$ cat config.mk
export PLATFORM = sky130hd
export DESIGN_NAME = dma_top
export DESIGN_NICKNAME = d
export VERILOG_FILES = /design/src/dma_pkg.sv /design/src/dma_apb_regs.sv /design/src/dma_fifo.sv /design/src/dma_read_engine.sv /design/src/dma_top.sv /design/src/dma_write_engine.sv
export VERILOG_INCLUDE_DIRS = /design/src
export SDC_FILE = /design/constraint.sdc
export NUM_CORES = 1
export LEC_CHECK = 0
export BUFFER_PORTS_ARGS = -buffer_cell sky130_fd_sc_hd__buf_2
export CORE_MARGIN = 8
export CORE_UTILIZATION = 50
export CTS_BUF_LIST = sky130_fd_sc_hd__clkbuf_4
export DETAILED_ROUTE_END_ITERATION = 10
export GPL_TIMING_DRIVEN = 1
export HOLD_SLACK_MARGIN = 0.12
export PLACE_DENSITY = 0.71
export SYNTH_ARGS = -nofsm -noshare
export SYNTH_HDL_FRONTEND = slang
export SYNTH_SLANG_ARGS = --single-unit
$ cat constraint.sdc
create_clock -name clk_apb -period 6.8 [get_ports clk_apb]
set_input_delay 0.68 -clock clk_apb [delete_from_list [all_inputs] [get_ports clk_apb]]
set_output_delay 0.68 -clock clk_apb [all_outputs]
set_load 0.01 [all_outputs]
$ cat src/dma_cfg.svh
// DMA configuration macros for widths, buffer depth and the register map
`ifndef DMA_CFG_SVH
`define DMA_CFG_SVH

// Word address and data widths
`define DMA_AW 32
`define DMA_DW 32

// Line size, line count and stride fields
`define DMA_CNT_W 16

// Words buffered between the read and write ports
`define DMA_FIFO_DEPTH 4

// ************************************************
// Register offsets
// ************************************************
`define DMA_REG_CTRL   8'h00
`define DMA_REG_SRC    8'h04
`define DMA_REG_DST    8'h08
`define DMA_REG_SIZE   8'h0C
`define DMA_REG_STRIDE 8'h10
`define DMA_REG_PERIOD 8'h14
`define DMA_REG_STATUS 8'h18
`define DMA_REG_RUNS   8'h1C

`endif

$ cat src/dma_pkg.sv
// Shared types for the DMA command, the memory ports and the APB port
`include "dma_cfg.svh"

package dma_pkg;

	// One transfer as programmed by software
	typedef struct packed
	{
		logic [`DMA_AW-1:0]    src;
		logic [`DMA_AW-1:0]    dst;
		logic [`DMA_CNT_W-1:0] words;
		logic [`DMA_CNT_W-1:0] lines;
		logic [`DMA_CNT_W-1:0] src_stride;
		logic [`DMA_CNT_W-1:0] dst_stride;
	} dma_cmd_t;

	// Single-beat memory request, data unused on reads
	typedef struct packed
	{
		logic               valid;
		logic [`DMA_AW-1:0] addr;
		logic [`DMA_DW-1:0] data;
	} mem_req_t;

	typedef struct packed
	{
		logic               valid;
		logic [`DMA_DW-1:0] data;
	} mem_rsp_t;

	// ************************************************
	// APB slave port
	// ************************************************
	typedef struct packed
	{
		logic               psel;
		logic               penable;
		logic               pwrite;
		logic [`DMA_AW-1:0] paddr;
		logic [`DMA_DW-1:0] pwdata;
	} apb_req_t;

	typedef struct packed
	{
		logic [`DMA_DW-1:0] prdata;
		logic               pready;
		logic               pslverr;
	} apb_rsp_t;

endpackage

$ cat src/dma_apb_regs.sv
// DMA register block with repeat timer and four-phase command issue
`timescale 1ns/10ps
`include "dma_cfg.svh"

module dma_apb_regs
	import dma_pkg::*;
(
	input  logic     clk_apb,
	input  logic     rstnn_apb,
	input  apb_req_t i_apb,
	output apb_rsp_t o_apb,
	input  logic     i_tick_1us,
	output dma_cmd_t o_cmd,
	output logic     o_cmd_req,
	input  logic     i_cmd_ack,
	output logic     o_irq
);

typedef enum logic [1:0] {ST_IDLE, ST_REQ, ST_DROP, ST_WAIT} state_t;

state_t             state;
logic [`DMA_DW-1:0] src_reg;
logic [`DMA_DW-1:0] dst_reg;
logic [`DMA_DW-1:0] size_reg;
logic [`DMA_DW-1:0] stride_reg;
logic [`DMA_DW-1:0] period_reg;
logic [`DMA_DW-1:0] period_cnt;
logic [`DMA_DW-1:0] run_cnt;
logic [`DMA_DW-1:0] prdata;
logic [7:0]         offset;
logic               repeat_en;
logic               irq;
logic               busy;
logic               start_pend;
logic               addr_ok;
logic               wr_en;
logic               start_wr;
logic               done;

assign offset   = i_apb.paddr[7:0];
assign wr_en    = i_apb.psel & i_apb.penable & i_apb.pwrite & addr_ok;
assign start_wr = wr_en & (offset == `DMA_REG_CTRL) & i_apb.pwdata[0];
assign done     = (state == ST_REQ) & i_cmd_ack;
assign busy     = (state == ST_REQ);

// ************************************************
// APB read decode, no wait states
// ************************************************
always_comb
begin
	addr_ok = 1'b0;
	prdata  = '0;
	if (i_apb.paddr[`DMA_AW-1:8] == '0)
	begin
		addr_ok = 1'b1;
		case (offset)
			`DMA_REG_CTRL:   prdata[1] = repeat_en;
			`DMA_REG_SRC:    prdata = src_reg;
			`DMA_REG_DST:    prdata = dst_reg;
			`DMA_REG_SIZE:   prdata = size_reg;
			`DMA_REG_STRIDE: prdata = stride_reg;
			`DMA_REG_PERIOD: prdata = period_reg;
			`DMA_REG_STATUS:
			begin
				prdata[0] = busy;
				prdata[1] = irq;
			end
			`DMA_REG_RUNS:   prdata = run_cnt;
			default:         addr_ok = 1'b0;
		endcase
	end
end

assign o_apb.prdata  = prdata;
assign o_apb.pready  = 1'b1;
assign o_apb.pslverr = i_apb.psel & ~addr_ok;

always_ff @(posedge clk_apb or negedge rstnn_apb)
begin
	if (!rstnn_apb)
	begin
		src_reg    <= '0;
		dst_reg    <= '0;
		size_reg   <= '0;
		stride_reg <= '0;
		period_reg <= '0;
		repeat_en  <= 1'b0;
		irq        <= 1'b0;
		run_cnt    <= '0;
	end
	else
	begin
		if (wr_en)
		begin
			case (offset)
				`DMA_REG_CTRL:   repeat_en <= i_apb.pwdata[1];
				`DMA_REG_SRC:    src_reg <= i_apb.pwdata;
				`DMA_REG_DST:    dst_reg <= i_apb.pwdata;
				`DMA_REG_SIZE:   size_reg <= i_apb.pwdata;
				`DMA_REG_STRIDE: stride_reg <= i_apb.pwdata;
				`DMA_REG_PERIOD: period_reg <= i_apb.pwdata;
				`DMA_REG_STATUS:
					if (i_apb.pwdata[1])
						irq <= 1'b0;
				default: ;
			endcase
		end
		// Completion wins over a clear in the same cycle
		if (done)
		begin
			irq     <= 1'b1;
			run_cnt <= run_cnt + 1'b1;
		end
	end
end

// ************************************************
// Control FSM and repeat period
// ************************************************
always_ff @(posedge clk_apb or negedge rstnn_apb)
begin
	if (!rstnn_apb)
	begin
		state      <= ST_IDLE;
		start_pend <= 1'b0;
		period_cnt <= '0;
	end
	else
	begin
		case (state)
			ST_IDLE:
				if (start_wr)
					state <= ST_REQ;
			ST_REQ:
				if (i_cmd_ack)
					state <= ST_DROP;
			ST_DROP:
			begin
				// Start seen while the ack is still high
				if (start_wr)
					start_pend <= 1'b1;
				if (!i_cmd_ack)
				begin
					start_pend <= 1'b0;
					period_cnt <= '0;
					if (start_pend || start_wr)
						state <= ST_REQ;
					else if (repeat_en)
						state <= ST_WAIT;
					else
						state <= ST_IDLE;
				end
			end
			ST_WAIT:
				if (!repeat_en)
					state <= ST_IDLE;
				else if (i_tick_1us)
				begin
					if (period_cnt == period_reg)
						state <= ST_REQ;
					else
						period_cnt <= period_cnt + 1'b1;
				end
			default:
				state <= ST_IDLE;
		endcase
	end
end

// Command follows the registers until req is raised, then holds
always_ff @(posedge clk_apb)
begin
	if (state != ST_REQ)
	begin
		o_cmd.src        <= src_reg[`DMA_AW-1:0];
		o_cmd.dst        <= dst_reg[`DMA_AW-1:0];
		o_cmd.words      <= size_reg[`DMA_CNT_W-1:0];
		o_cmd.lines      <= size_reg[2*`DMA_CNT_W-1:`DMA_CNT_W];
		o_cmd.src_stride <= stride_reg[`DMA_CNT_W-1:0];
		o_cmd.dst_stride <= stride_reg[2*`DMA_CNT_W-1:`DMA_CNT_W];
	end
end

assign o_cmd_req = (state == ST_REQ);
assign o_irq     = irq;

endmodule

$ cat src/dma_fifo.sv
// Word buffer between the DMA read engine and write engine
`timescale 1ns/10ps
`include "dma_cfg.svh"

module dma_fifo
(
	input  logic               clk_apb,
	input  logic               rstnn_apb,
	input  logic               i_push,
	input  logic [`DMA_DW-1:0] i_data,
	output logic               o_full,
	input  logic               i_pop,
	output logic [`DMA_DW-1:0] o_data,
	output logic               o_empty
);

localparam int DEPTH = `DMA_FIFO_DEPTH;
localparam int PTR_W = (DEPTH > 1) ? $clog2(DEPTH) : 1;
localparam int OCC_W = $clog2(DEPTH + 1);

logic [`DMA_DW-1:0] mem [DEPTH];
logic [PTR_W-1:0]   wr_ptr;
logic [PTR_W-1:0]   rd_ptr;
logic [OCC_W-1:0]   count;
logic               do_push;
logic               do_pop;

function automatic logic [PTR_W-1:0] next_ptr(input logic [PTR_W-1:0] ptr);
	return (ptr == PTR_W'(DEPTH - 1)) ? '0 : ptr + 1'b1;
endfunction

assign o_full  = (count == OCC_W'(DEPTH));
assign o_empty = (count == '0);
assign do_push = i_push & ~o_full;
assign do_pop  = i_pop & ~o_empty;

// Head word is visible while not empty
assign o_data = mem[rd_ptr];

always_ff @(posedge clk_apb or negedge rstnn_apb)
begin
	if (!rstnn_apb)
	begin
		wr_ptr <= '0;
		rd_ptr <= '0;
		count  <= '0;
	end
	else
	begin
		if (do_push)
			wr_ptr <= next_ptr(wr_ptr);
		if (do_pop)
			rd_ptr <= next_ptr(rd_ptr);
		count <= count + OCC_W'(do_push) - OCC_W'(do_pop);
	end
end

always_ff @(posedge clk_apb)
begin
	if (do_push)
		mem[wr_ptr] <= i_data;
end

endmodule

$ cat src/dma_read_engine.sv
// DMA read engine, walks source lines and issues reads within buffer credits
`timescale 1ns/10ps
`include "dma_cfg.svh"

module dma_read_engine
	import dma_pkg::*;
(
	input  logic               clk_apb,
	input  logic               rstnn_apb,
	input  dma_cmd_t           i_cmd,
	input  logic               i_cmd_req,
	output mem_req_t           o_rd_req,
	input  logic               i_rd_ready,
	input  mem_rsp_t           i_rd_rsp,
	output logic               o_push,
	output logic [`DMA_DW-1:0] o_push_data,
	input  logic               i_pop
);

localparam int CREDIT_W = $clog2(`DMA_FIFO_DEPTH + 1);

logic                  req_q;
logic                  busy;
logic                  start;
logic                  issue;
logic                  last_word;
logic                  last_line;
logic [CREDIT_W-1:0]   credit;
logic [`DMA_AW-1:0]    line_base;
logic [`DMA_CNT_W-1:0] word_cnt;
logic [`DMA_CNT_W-1:0] line_cnt;
logic [`DMA_CNT_W-1:0] words_q;
logic [`DMA_CNT_W-1:0] lines_q;
logic [`DMA_CNT_W-1:0] stride_q;

// Latch only on a fresh req, not the tail of one already served
assign start     = i_cmd_req & ~req_q & ~busy;
assign last_word = (word_cnt == words_q - 1'b1);
assign last_line = (line_cnt == lines_q - 1'b1);

// One credit per read in flight or word still buffered
assign o_rd_req.valid = busy & (credit < CREDIT_W'(`DMA_FIFO_DEPTH));
assign o_rd_req.addr  = line_base + `DMA_AW'(word_cnt);
assign o_rd_req.data  = '0;
assign issue          = o_rd_req.valid & i_rd_ready;

always_ff @(posedge clk_apb or negedge rstnn_apb)
begin
	if (!rstnn_apb)
	begin
		req_q    <= 1'b0;
		busy     <= 1'b0;
		word_cnt <= '0;
		line_cnt <= '0;
		credit   <= '0;
	end
	else
	begin
		req_q <= i_cmd_req;
		if (start)
		begin
			word_cnt <= '0;
			line_cnt <= '0;
			busy     <= (i_cmd.words != '0) && (i_cmd.lines != '0);
		end
		else if (issue)
		begin
			if (last_word)
			begin
				word_cnt <= '0;
				line_cnt <= line_cnt + 1'b1;
				if (last_line)
					busy <= 1'b0;
			end
			else
				word_cnt <= word_cnt + 1'b1;
		end
		credit <= credit + CREDIT_W'(issue) - CREDIT_W'(i_pop);
	end
end

always_ff @(posedge clk_apb)
begin
	if (start)
	begin
		words_q   <= i_cmd.words;
		lines_q   <= i_cmd.lines;
		stride_q  <= i_cmd.src_stride;
		line_base <= i_cmd.src;
	end
	else if (issue && last_word)
		line_base <= line_base + `DMA_AW'(stride_q);  // next source line
end

// Responses arrive in order and always find a free slot
assign o_push      = i_rd_rsp.valid;
assign o_push_data = i_rd_rsp.data;

endmodule

$ cat src/dma_top.sv
// DMA top level joining the register block, both engines and the buffer
`timescale 1ns/10ps
`include "dma_cfg.svh"

module dma_top
	import dma_pkg::*;
(
	input  logic     clk_apb,
	input  logic     rstnn_apb,
	input  apb_req_t i_apb,
	output apb_rsp_t o_apb,
	input  logic     i_tick_1us,
	output mem_req_t o_rd_req,
	input  logic     i_rd_ready,
	input  mem_rsp_t i_rd_rsp,
	output mem_req_t o_wr_req,
	input  logic     i_wr_ready,
	output logic     o_irq
);

dma_cmd_t           cmd;
logic               cmd_req;
logic               cmd_ack;
logic               push;
logic [`DMA_DW-1:0] push_data;
logic               pop;
logic [`DMA_DW-1:0] fifo_data;
logic               fifo_empty;

// ************************************************
// Control
// ************************************************
dma_apb_regs u_regs
(
	.clk_apb    (clk_apb),
	.rstnn_apb  (rstnn_apb),
	.i_apb      (i_apb),
	.o_apb      (o_apb),
	.i_tick_1us (i_tick_1us),
	.o_cmd      (cmd),
	.o_cmd_req  (cmd_req),
	.i_cmd_ack  (cmd_ack),
	.o_irq      (o_irq)
);

// ************************************************
// Datapath
// ************************************************
dma_read_engine u_rd
(
	.clk_apb     (clk_apb),
	.rstnn_apb   (rstnn_apb),
	.i_cmd       (cmd),
	.i_cmd_req   (cmd_req),
	.o_rd_req    (o_rd_req),
	.i_rd_ready  (i_rd_ready),
	.i_rd_rsp    (i_rd_rsp),
	.o_push      (push),
	.o_push_data (push_data),
	.i_pop       (pop)
);

// Full is never hit, the read credits reserve a slot per read
dma_fifo u_fifo
(
	.clk_apb   (clk_apb),
	.rstnn_apb (rstnn_apb),
	.i_push    (push),
	.i_data    (push_data),
	.o_full    (),
	.i_pop     (pop),
	.o_data    (fifo_data),
	.o_empty   (fifo_empty)
);

dma_write_engine u_wr
(
	.clk_apb    (clk_apb),
	.rstnn_apb  (rstnn_apb),
	.i_cmd      (cmd),
	.i_cmd_req  (cmd_req),
	.o_cmd_ack  (cmd_ack),
	.i_empty    (fifo_empty),
	.i_data     (fifo_data),
	.o_pop      (pop),
	.o_wr_req   (o_wr_req),
	.i_wr_ready (i_wr_ready)
);

endmodule

$ cat src/dma_write_engine.sv
// DMA write engine, drains the buffer to destination lines and acks the command
`timescale 1ns/10ps
`include "dma_cfg.svh"

module dma_write_engine
	import dma_pkg::*;
(
	input  logic               clk_apb,
	input  logic               rstnn_apb,
	input  dma_cmd_t           i_cmd,
	input  logic               i_cmd_req,
	output logic               o_cmd_ack,
	input  logic               i_empty,
	input  logic [`DMA_DW-1:0] i_data,
	output logic               o_pop,
	output mem_req_t           o_wr_req,
	input  logic               i_wr_ready
);

typedef enum logic [1:0] {ST_IDLE, ST_RUN, ST_ACK} state_t;

state_t                state;
logic                  accept;
logic                  last_word;
logic                  last_line;
logic [`DMA_AW-1:0]    line_base;
logic [`DMA_CNT_W-1:0] word_cnt;
logic [`DMA_CNT_W-1:0] line_cnt;
logic [`DMA_CNT_W-1:0] words_q;
logic [`DMA_CNT_W-1:0] lines_q;
logic [`DMA_CNT_W-1:0] stride_q;

assign last_word = (word_cnt == words_q - 1'b1);
assign last_line = (line_cnt == lines_q - 1'b1);

// Head word stays put until the write is accepted
assign o_wr_req.valid = (state == ST_RUN) & ~i_empty;
assign o_wr_req.addr  = line_base + `DMA_AW'(word_cnt);
assign o_wr_req.data  = i_data;
assign accept         = o_wr_req.valid & i_wr_ready;
assign o_pop          = accept;
assign o_cmd_ack      = (state == ST_ACK);

always_ff @(posedge clk_apb or negedge rstnn_apb)
begin
	if (!rstnn_apb)
	begin
		state    <= ST_IDLE;
		word_cnt <= '0;
		line_cnt <= '0;
	end
	else
	begin
		case (state)
			ST_IDLE:
				if (i_cmd_req)
				begin
					word_cnt <= '0;
					line_cnt <= '0;
					// Empty transfer acks straight away
					if ((i_cmd.words == '0) || (i_cmd.lines == '0))
						state <= ST_ACK;
					else
						state <= ST_RUN;
				end
			ST_RUN:
				if (accept)
				begin
					if (last_word)
					begin
						word_cnt <= '0;
						line_cnt <= line_cnt + 1'b1;
						if (last_line)
							state <= ST_ACK;
					end
					else
						word_cnt <= word_cnt + 1'b1;
				end
			ST_ACK:
				if (!i_cmd_req)
					state <= ST_IDLE;
			default:
				state <= ST_IDLE;
		endcase
	end
end

always_ff @(posedge clk_apb)
begin
	if ((state == ST_IDLE) && i_cmd_req)
	begin
		words_q   <= i_cmd.words;
		lines_q   <= i_cmd.lines;
		stride_q  <= i_cmd.dst_stride;
		line_base <= i_cmd.dst;
	end
	else if (accept && last_word)
		line_base <= line_base + `DMA_AW'(stride_q);
end

endmodule

Word-level counts from Yosys, hierarchy flattened
Memories as Yosys holds them, arrays and structs flattened. Index checks and enable logic that the tools add are counted.

Flip-flop bits (word level): 595. Bits in writable memories: 128. Input port bits: 105. Output and inout port bits: 165. Memories kept: 1.

Add/subtract/negate cells: 20. $lt $le $gt $ge: 1. Eq/ne operators: 35. Multiplexer cells: 58. Bitwise operators: 20. Reduce and logical (&&, ||, !) cells: 41.

Memories: u_fifo.mem (depth 4, bits a word 32, read ports 1, clocked after Yosys merged registers in 0, write ports 1, RTL line dma_fifo.sv:21) `` logic [`DMA_DW-1:0] mem [DEPTH]; ``.

Operators with widths (count): 32-bit 2-to-1 mux (9); 30-bit one-hot mux with 6 select lines (1); 16-bit 2-to-1 mux (11); 32-bit by 16-bit adder with 32-bit output (4); 16-bit by 1-bit adder with 16-bit output (second input constant) (4); 32-bit by 1-bit adder with 32-bit output (second input constant) (2); 16-bit == test (4); 16-bit one-hot mux with 2 select lines (2); 32-bit one-hot mux with 2 select lines (1); 16-bit by 1-bit subtractor with 16-bit output (second input constant) (4); 32-bit == test (1); 8-bit by 5-bit == test with 1-bit output (second input constant) (4); 16-bit zero test (2); 2-bit 2-to-1 mux (16); 16-bit nonzero test (2); 24-bit zero test (1); 2-bit nonzero test (10); 8-bit by 4-bit == test with 1-bit output (second input constant) (2); 2-bit != test (second input constant) (8); 2-bit AND reduction (8); 1-bit AND (15); 5-bit AND reduction (3); 1-bit 2-to-1 mux (14); 2-bit == test (second input constant) (5); other kinds (22) (42).

Depth between registers and ports, before layout
Depth after elaboration: 11. Mapped depth: 13. Depth with buffers taken out: 11.

Modules after synthesis
From an unflattened synthesis, not the netlist that was laid out.

Cell total of the unflattened synthesis: 3041. Area total of the unflattened synthesis: 36719.0 µm².

Modules (own cells, without submodules): dma_apb_regs (times used 1, cells an instance 1101, area each 15177.1 µm², sequential area each 9574.2 µm²); dma_read_engine (times used 1, cells an instance 873, area each 8291.7 µm², sequential area each 3328.2 µm²); dma_write_engine (times used 1, cells an instance 857, area each 8091.5 µm², sequential area each 3253.1 µm²); dma_fifo (times used 1, cells an instance 210, area each 5158.7 µm², sequential area each 4018.9 µm²).

Worst setup path after synthesis
Ideal clock, no wire load.

Path kind: flip-flop to flip-flop. Start: reg u_regs.state[0]. End: reg u_rd.lines_q[0] (enable). Setup time: 0.431 ns. Arrival: 6.029 ns. Slack: 0.340 ns. Stages on the path, launching flop included: 8. Path buffers: 4. Path through: dfrtp_1 clkbuf_1 nand2b_1 or3_1 clkbuf_1 inv_1 clkbuf_1 clkbuf_1.

Word-level cells in the longest chain between the ends: 3.

RTL lines: start, declared (RTL line dma_apb_regs.sv:21) `state_t state;`; start signal, assigned (RTL line dma_apb_regs.sv:124) `state <= ST_IDLE;`; start signal, assigned (RTL line dma_apb_regs.sv:133) `state <= ST_REQ;`; start signal, assigned (RTL line dma_apb_regs.sv:136) `state <= ST_DROP;`; 2-bit by 1-bit == test with 1-bit output (RTL line dma_apb_regs.sv:184) `assign o_cmd_req = (state == ST_REQ);`; 1-bit AND (2 in series) (RTL line dma_read_engine.sv:37) `assign start = i_cmd_req & ~req_q & ~busy;`; named net u_rd.start (RTL line dma_read_engine.sv:24) `logic start;`; end signal, assigned (RTL line dma_read_engine.sv:87) `lines_q <= i_cmd.lines;`; end, declared (RTL line dma_read_engine.sv:33) `` logic [`DMA_CNT_W-1:0] lines_q; ``.

The timed path passes the listed nets, and every way through them passes these cells. A chain may end at the register's enable or synchronous reset.

==> metrics <==
Cells after Synth 2841; final hold vios 0; row count 97; critical-path maximum fanout 8; Cell Pwr Density 257 mW/mm²; final setup vio count 0; Max IR drop VDD 0.000157 V; initial antenna violation count 2; vias in the first global route about 25000; dpl hpwl around 68 mm; Syn-to-layout area delta 15.0%; Top Registers u_fifo.mem (128), u_regs.o_cmd (128); Synth async-reset ratio 42.5%; Mapped Area 0.0352 mm²; CTS Root Cell clkbuf_4; Clock Skew 65.5 ps; Reg clk slew, reported paths ~60 ps; placer congestion estimate around 0.94; First-pass DRT Iterations 7; synth unique cells between 80 and 90; core box area around 0.07 mm²; Post-CTS Setup Bufs 0; Crit Path Category reg2out; first-pass GRT wire length 145 mm; CTS-repair resized insts 0; max cap viols 0; Die X 281 µm; Worst Path Arrival 4600 ps; Starting Density roughly half; GRT met1 Usage between 30% and 40%; gr usage total 23.3%; grt ovf 0; number of synthesized flops with an enable pin 416; global routing's busiest layer met2; Ports 270; DRT iter0 DRCs 2096; clock latency on the worst-skew pair roughly 1000 ps; worst-margin pin slew 1310 ps; fillers around 5700; CP Capture Type primary output; DRC violations left 0; Worst setup SP type flip-flop; CTS Buf Count 187; Detailed Route WL 94.4 mm; largest net degree at the start of global routing 81; part of the cycle the worst path needs just under 80%; mean post-synth cell area 12.4 µm²; Top FF cell, synth edfxtp_1; die footprint about 0.08 mm²; max-slew violations 0; Fmax about 0.19 GHz; Hold Crit Class in2async; Max Buffers Root-to-Sink 3; Req. time, crit path 6120 ps; grt met2 use 37.3%; RSZ-0062 raised after global routing no; Vias roughly 25000; layout net count approximately 3500; Die Y 281 µm; CTS tree yes; clk sinks 723; proportion of layout cells with a drive suffix above 1 24.7%; status completed; Leak 0.0161 µW; Setup TNS 0 ps; IO Port Bufs 236; Max transition margin between 10 and 15%; synthesized flop and latch total a little over 700; H-Tree Depth 4; synth warn 0; sequential share of the synthesized area 57.3%; vias per cell 5.84; hold_ws 279 ps; min Tclk post-route around 5300 ps; Routed wire per std cell 21.7 µm; Hold-fix buffers, CTS 70; Antenna Violating Nets Remaining 0; Global Route met3 Usage 5.69%
-- synthesized netlist by cell type (all sizes together), types with 57 or more instances --
| cell type | instances | area (µm²) |
|---|---|---|
| mux2 | 197 | 2220 |
| a21oi | 126 | 631 |
| clkbuf | 82 | 308 |
| xnor2 | 150 | 1320 |
| dfrtp | 307 | 7680 |
| ha | 83 | 1040 |
| xor2 | 132 | 1160 |
| nand3 | 71 | 355 |
| nand2 | 171 | 642 |
| nor2 | 185 | 694 |
| o21ai | 104 | 521 |
| inv | 74 | 278 |
| nor3 | 68 | 340 |
| buf | 57 | 360 |
| edfxtp | 416 | 12500 |
-- layer usage --
metal | wire length, µm | part of all wire (%)
met1 | 38800 | 41
met2 | 45200 | 48
met3 | 6760 | 7.2
met4 | 3720 | 3.9
met5 | 0 | 0
-- where the power goes --
part	switching, µW	total [µW]	internal [µW]
Combinational	888	1590	701
Sequential	166	5010	4850
Clock	1810	3810	2000
Total	2860	10400	7550
-- kinds of logic (layout without fill, tap and decap cells) --
family	count (synthesis)	count (layout)	share of synthesized area [%]
other cells	2	34	0.0213
simple gates	805	805	11.8
buf+inv	213	754	2.69
xor+xnor	282	282	7.04
flops	723	723	57.3
fa+ha+maj	89	89	3.29
compound gates	482	482	9.06
mux	245	245	8.80
-- worst max-delay path, cell delays in order, from the launching register on --
cell and delay, ps:
dfrtp_1 460, ha_1 270, inv_1 90, fa_1 230, nor2b_1 70, o31a_1 280, o22ai_1 250, o21bai_1 170
a41o_1 290, o41ai_2 830, nor2_1 110, xor2_1 370, buf_2 210
-- metrics by stage --
| step | util, % | area [µm²] | setup slack [ps] | total power [µW] | instances |
|---|---|---|---|---|---|
| after floorplan | - | 35300 | 340 | 6060 | 2872 |
| after global placement | 53.3 | 37300 | 2090 | 6620 | 3938 |
| after detailed placement | 53.3 | 37300 | 1980 | 6680 | 3938 |
| after CTS | 57.9 | 40500 | 1360 | 10500 | 4353 |
| after global routing | 57.9 | 40500 | 1150 | 10900 | 4354 |
| final | 57.9 | 40500 | 1520 | 10400 | 4354 |
-- worst paths after layout --
kind                                              startpoint                              to  slack, ps  cells after the start
worst min-delay path                               rstnn_apb    u_wr.line_cnt[4]$_DFFE_PN0P_        280                      2
max in group asynchronous                          rstnn_apb  u_regs.run_cnt[29]$_DFFE_PN0P_       5050                      3
min in group clk_apb                               i_apb[37]        u_regs.o_irq$_DFFE_PN0P_        280                      6
worst max register to register     u_rd.words_q[0]$_DFFE_PP_     u_rd.line_base[2]$_DFFE_PP_       1880                     10
worst min register to register     u_regs.o_cmd[3]$_DFFE_PN_      u_wr.stride_q[3]$_DFFE_PP_        390                      0
worst max-delay path            u_rd.word_cnt[0]$_DFFE_PN0P_                    o_rd_req[50]       1520                     12
-- placed cells by master (no fill, tap or decap), types with 33 or more instances in the layout --
| master | count |
|---|---|
| nor4_1 | 34 |
| mux2_2 | 197 |
| nor3_1 | 66 |
| ha_1 | 83 |
| clkbuf_4 | 291 |
| xor2_1 | 132 |
| and3_1 | 41 |
| dfrtp_1 | 305 |
| or3_1 | 36 |
| nand4_1 | 47 |
| nand3_1 | 71 |
| a22oi_1 | 37 |
| buf_2 | 235 |
| nor2_1 | 184 |
| dlygate4sd3_1 | 70 |
| conb_1 | 33 |
| o21ai_0 | 104 |
| inv_1 | 72 |
| a21oi_1 | 126 |
| xnor2_1 | 149 |
| clkinv_1 | 36 |
| edfxtp_1 | 416 |
| nand2_1 | 171 |
-- layout make-up --
class / instances / area [µm²] / area share, %
Clock buffer: 291 / 2180 / 5.40
Tap cell: 940 / 1180 / 2.91
Timing Repair Buffer: 335 / 2110 / 5.21
Sequential cell: 723 / 20200 / 49.8
Inverter: 74 / 279 / 0.689
Multi-Input combinational cell: 1936 / 14200 / 35.2
Clock inverter: 54 / 310 / 0.766
Antenna cell: 1 / 2.50 / 0.00618
No activity file was read; power rests on OpenSTA's default activity.
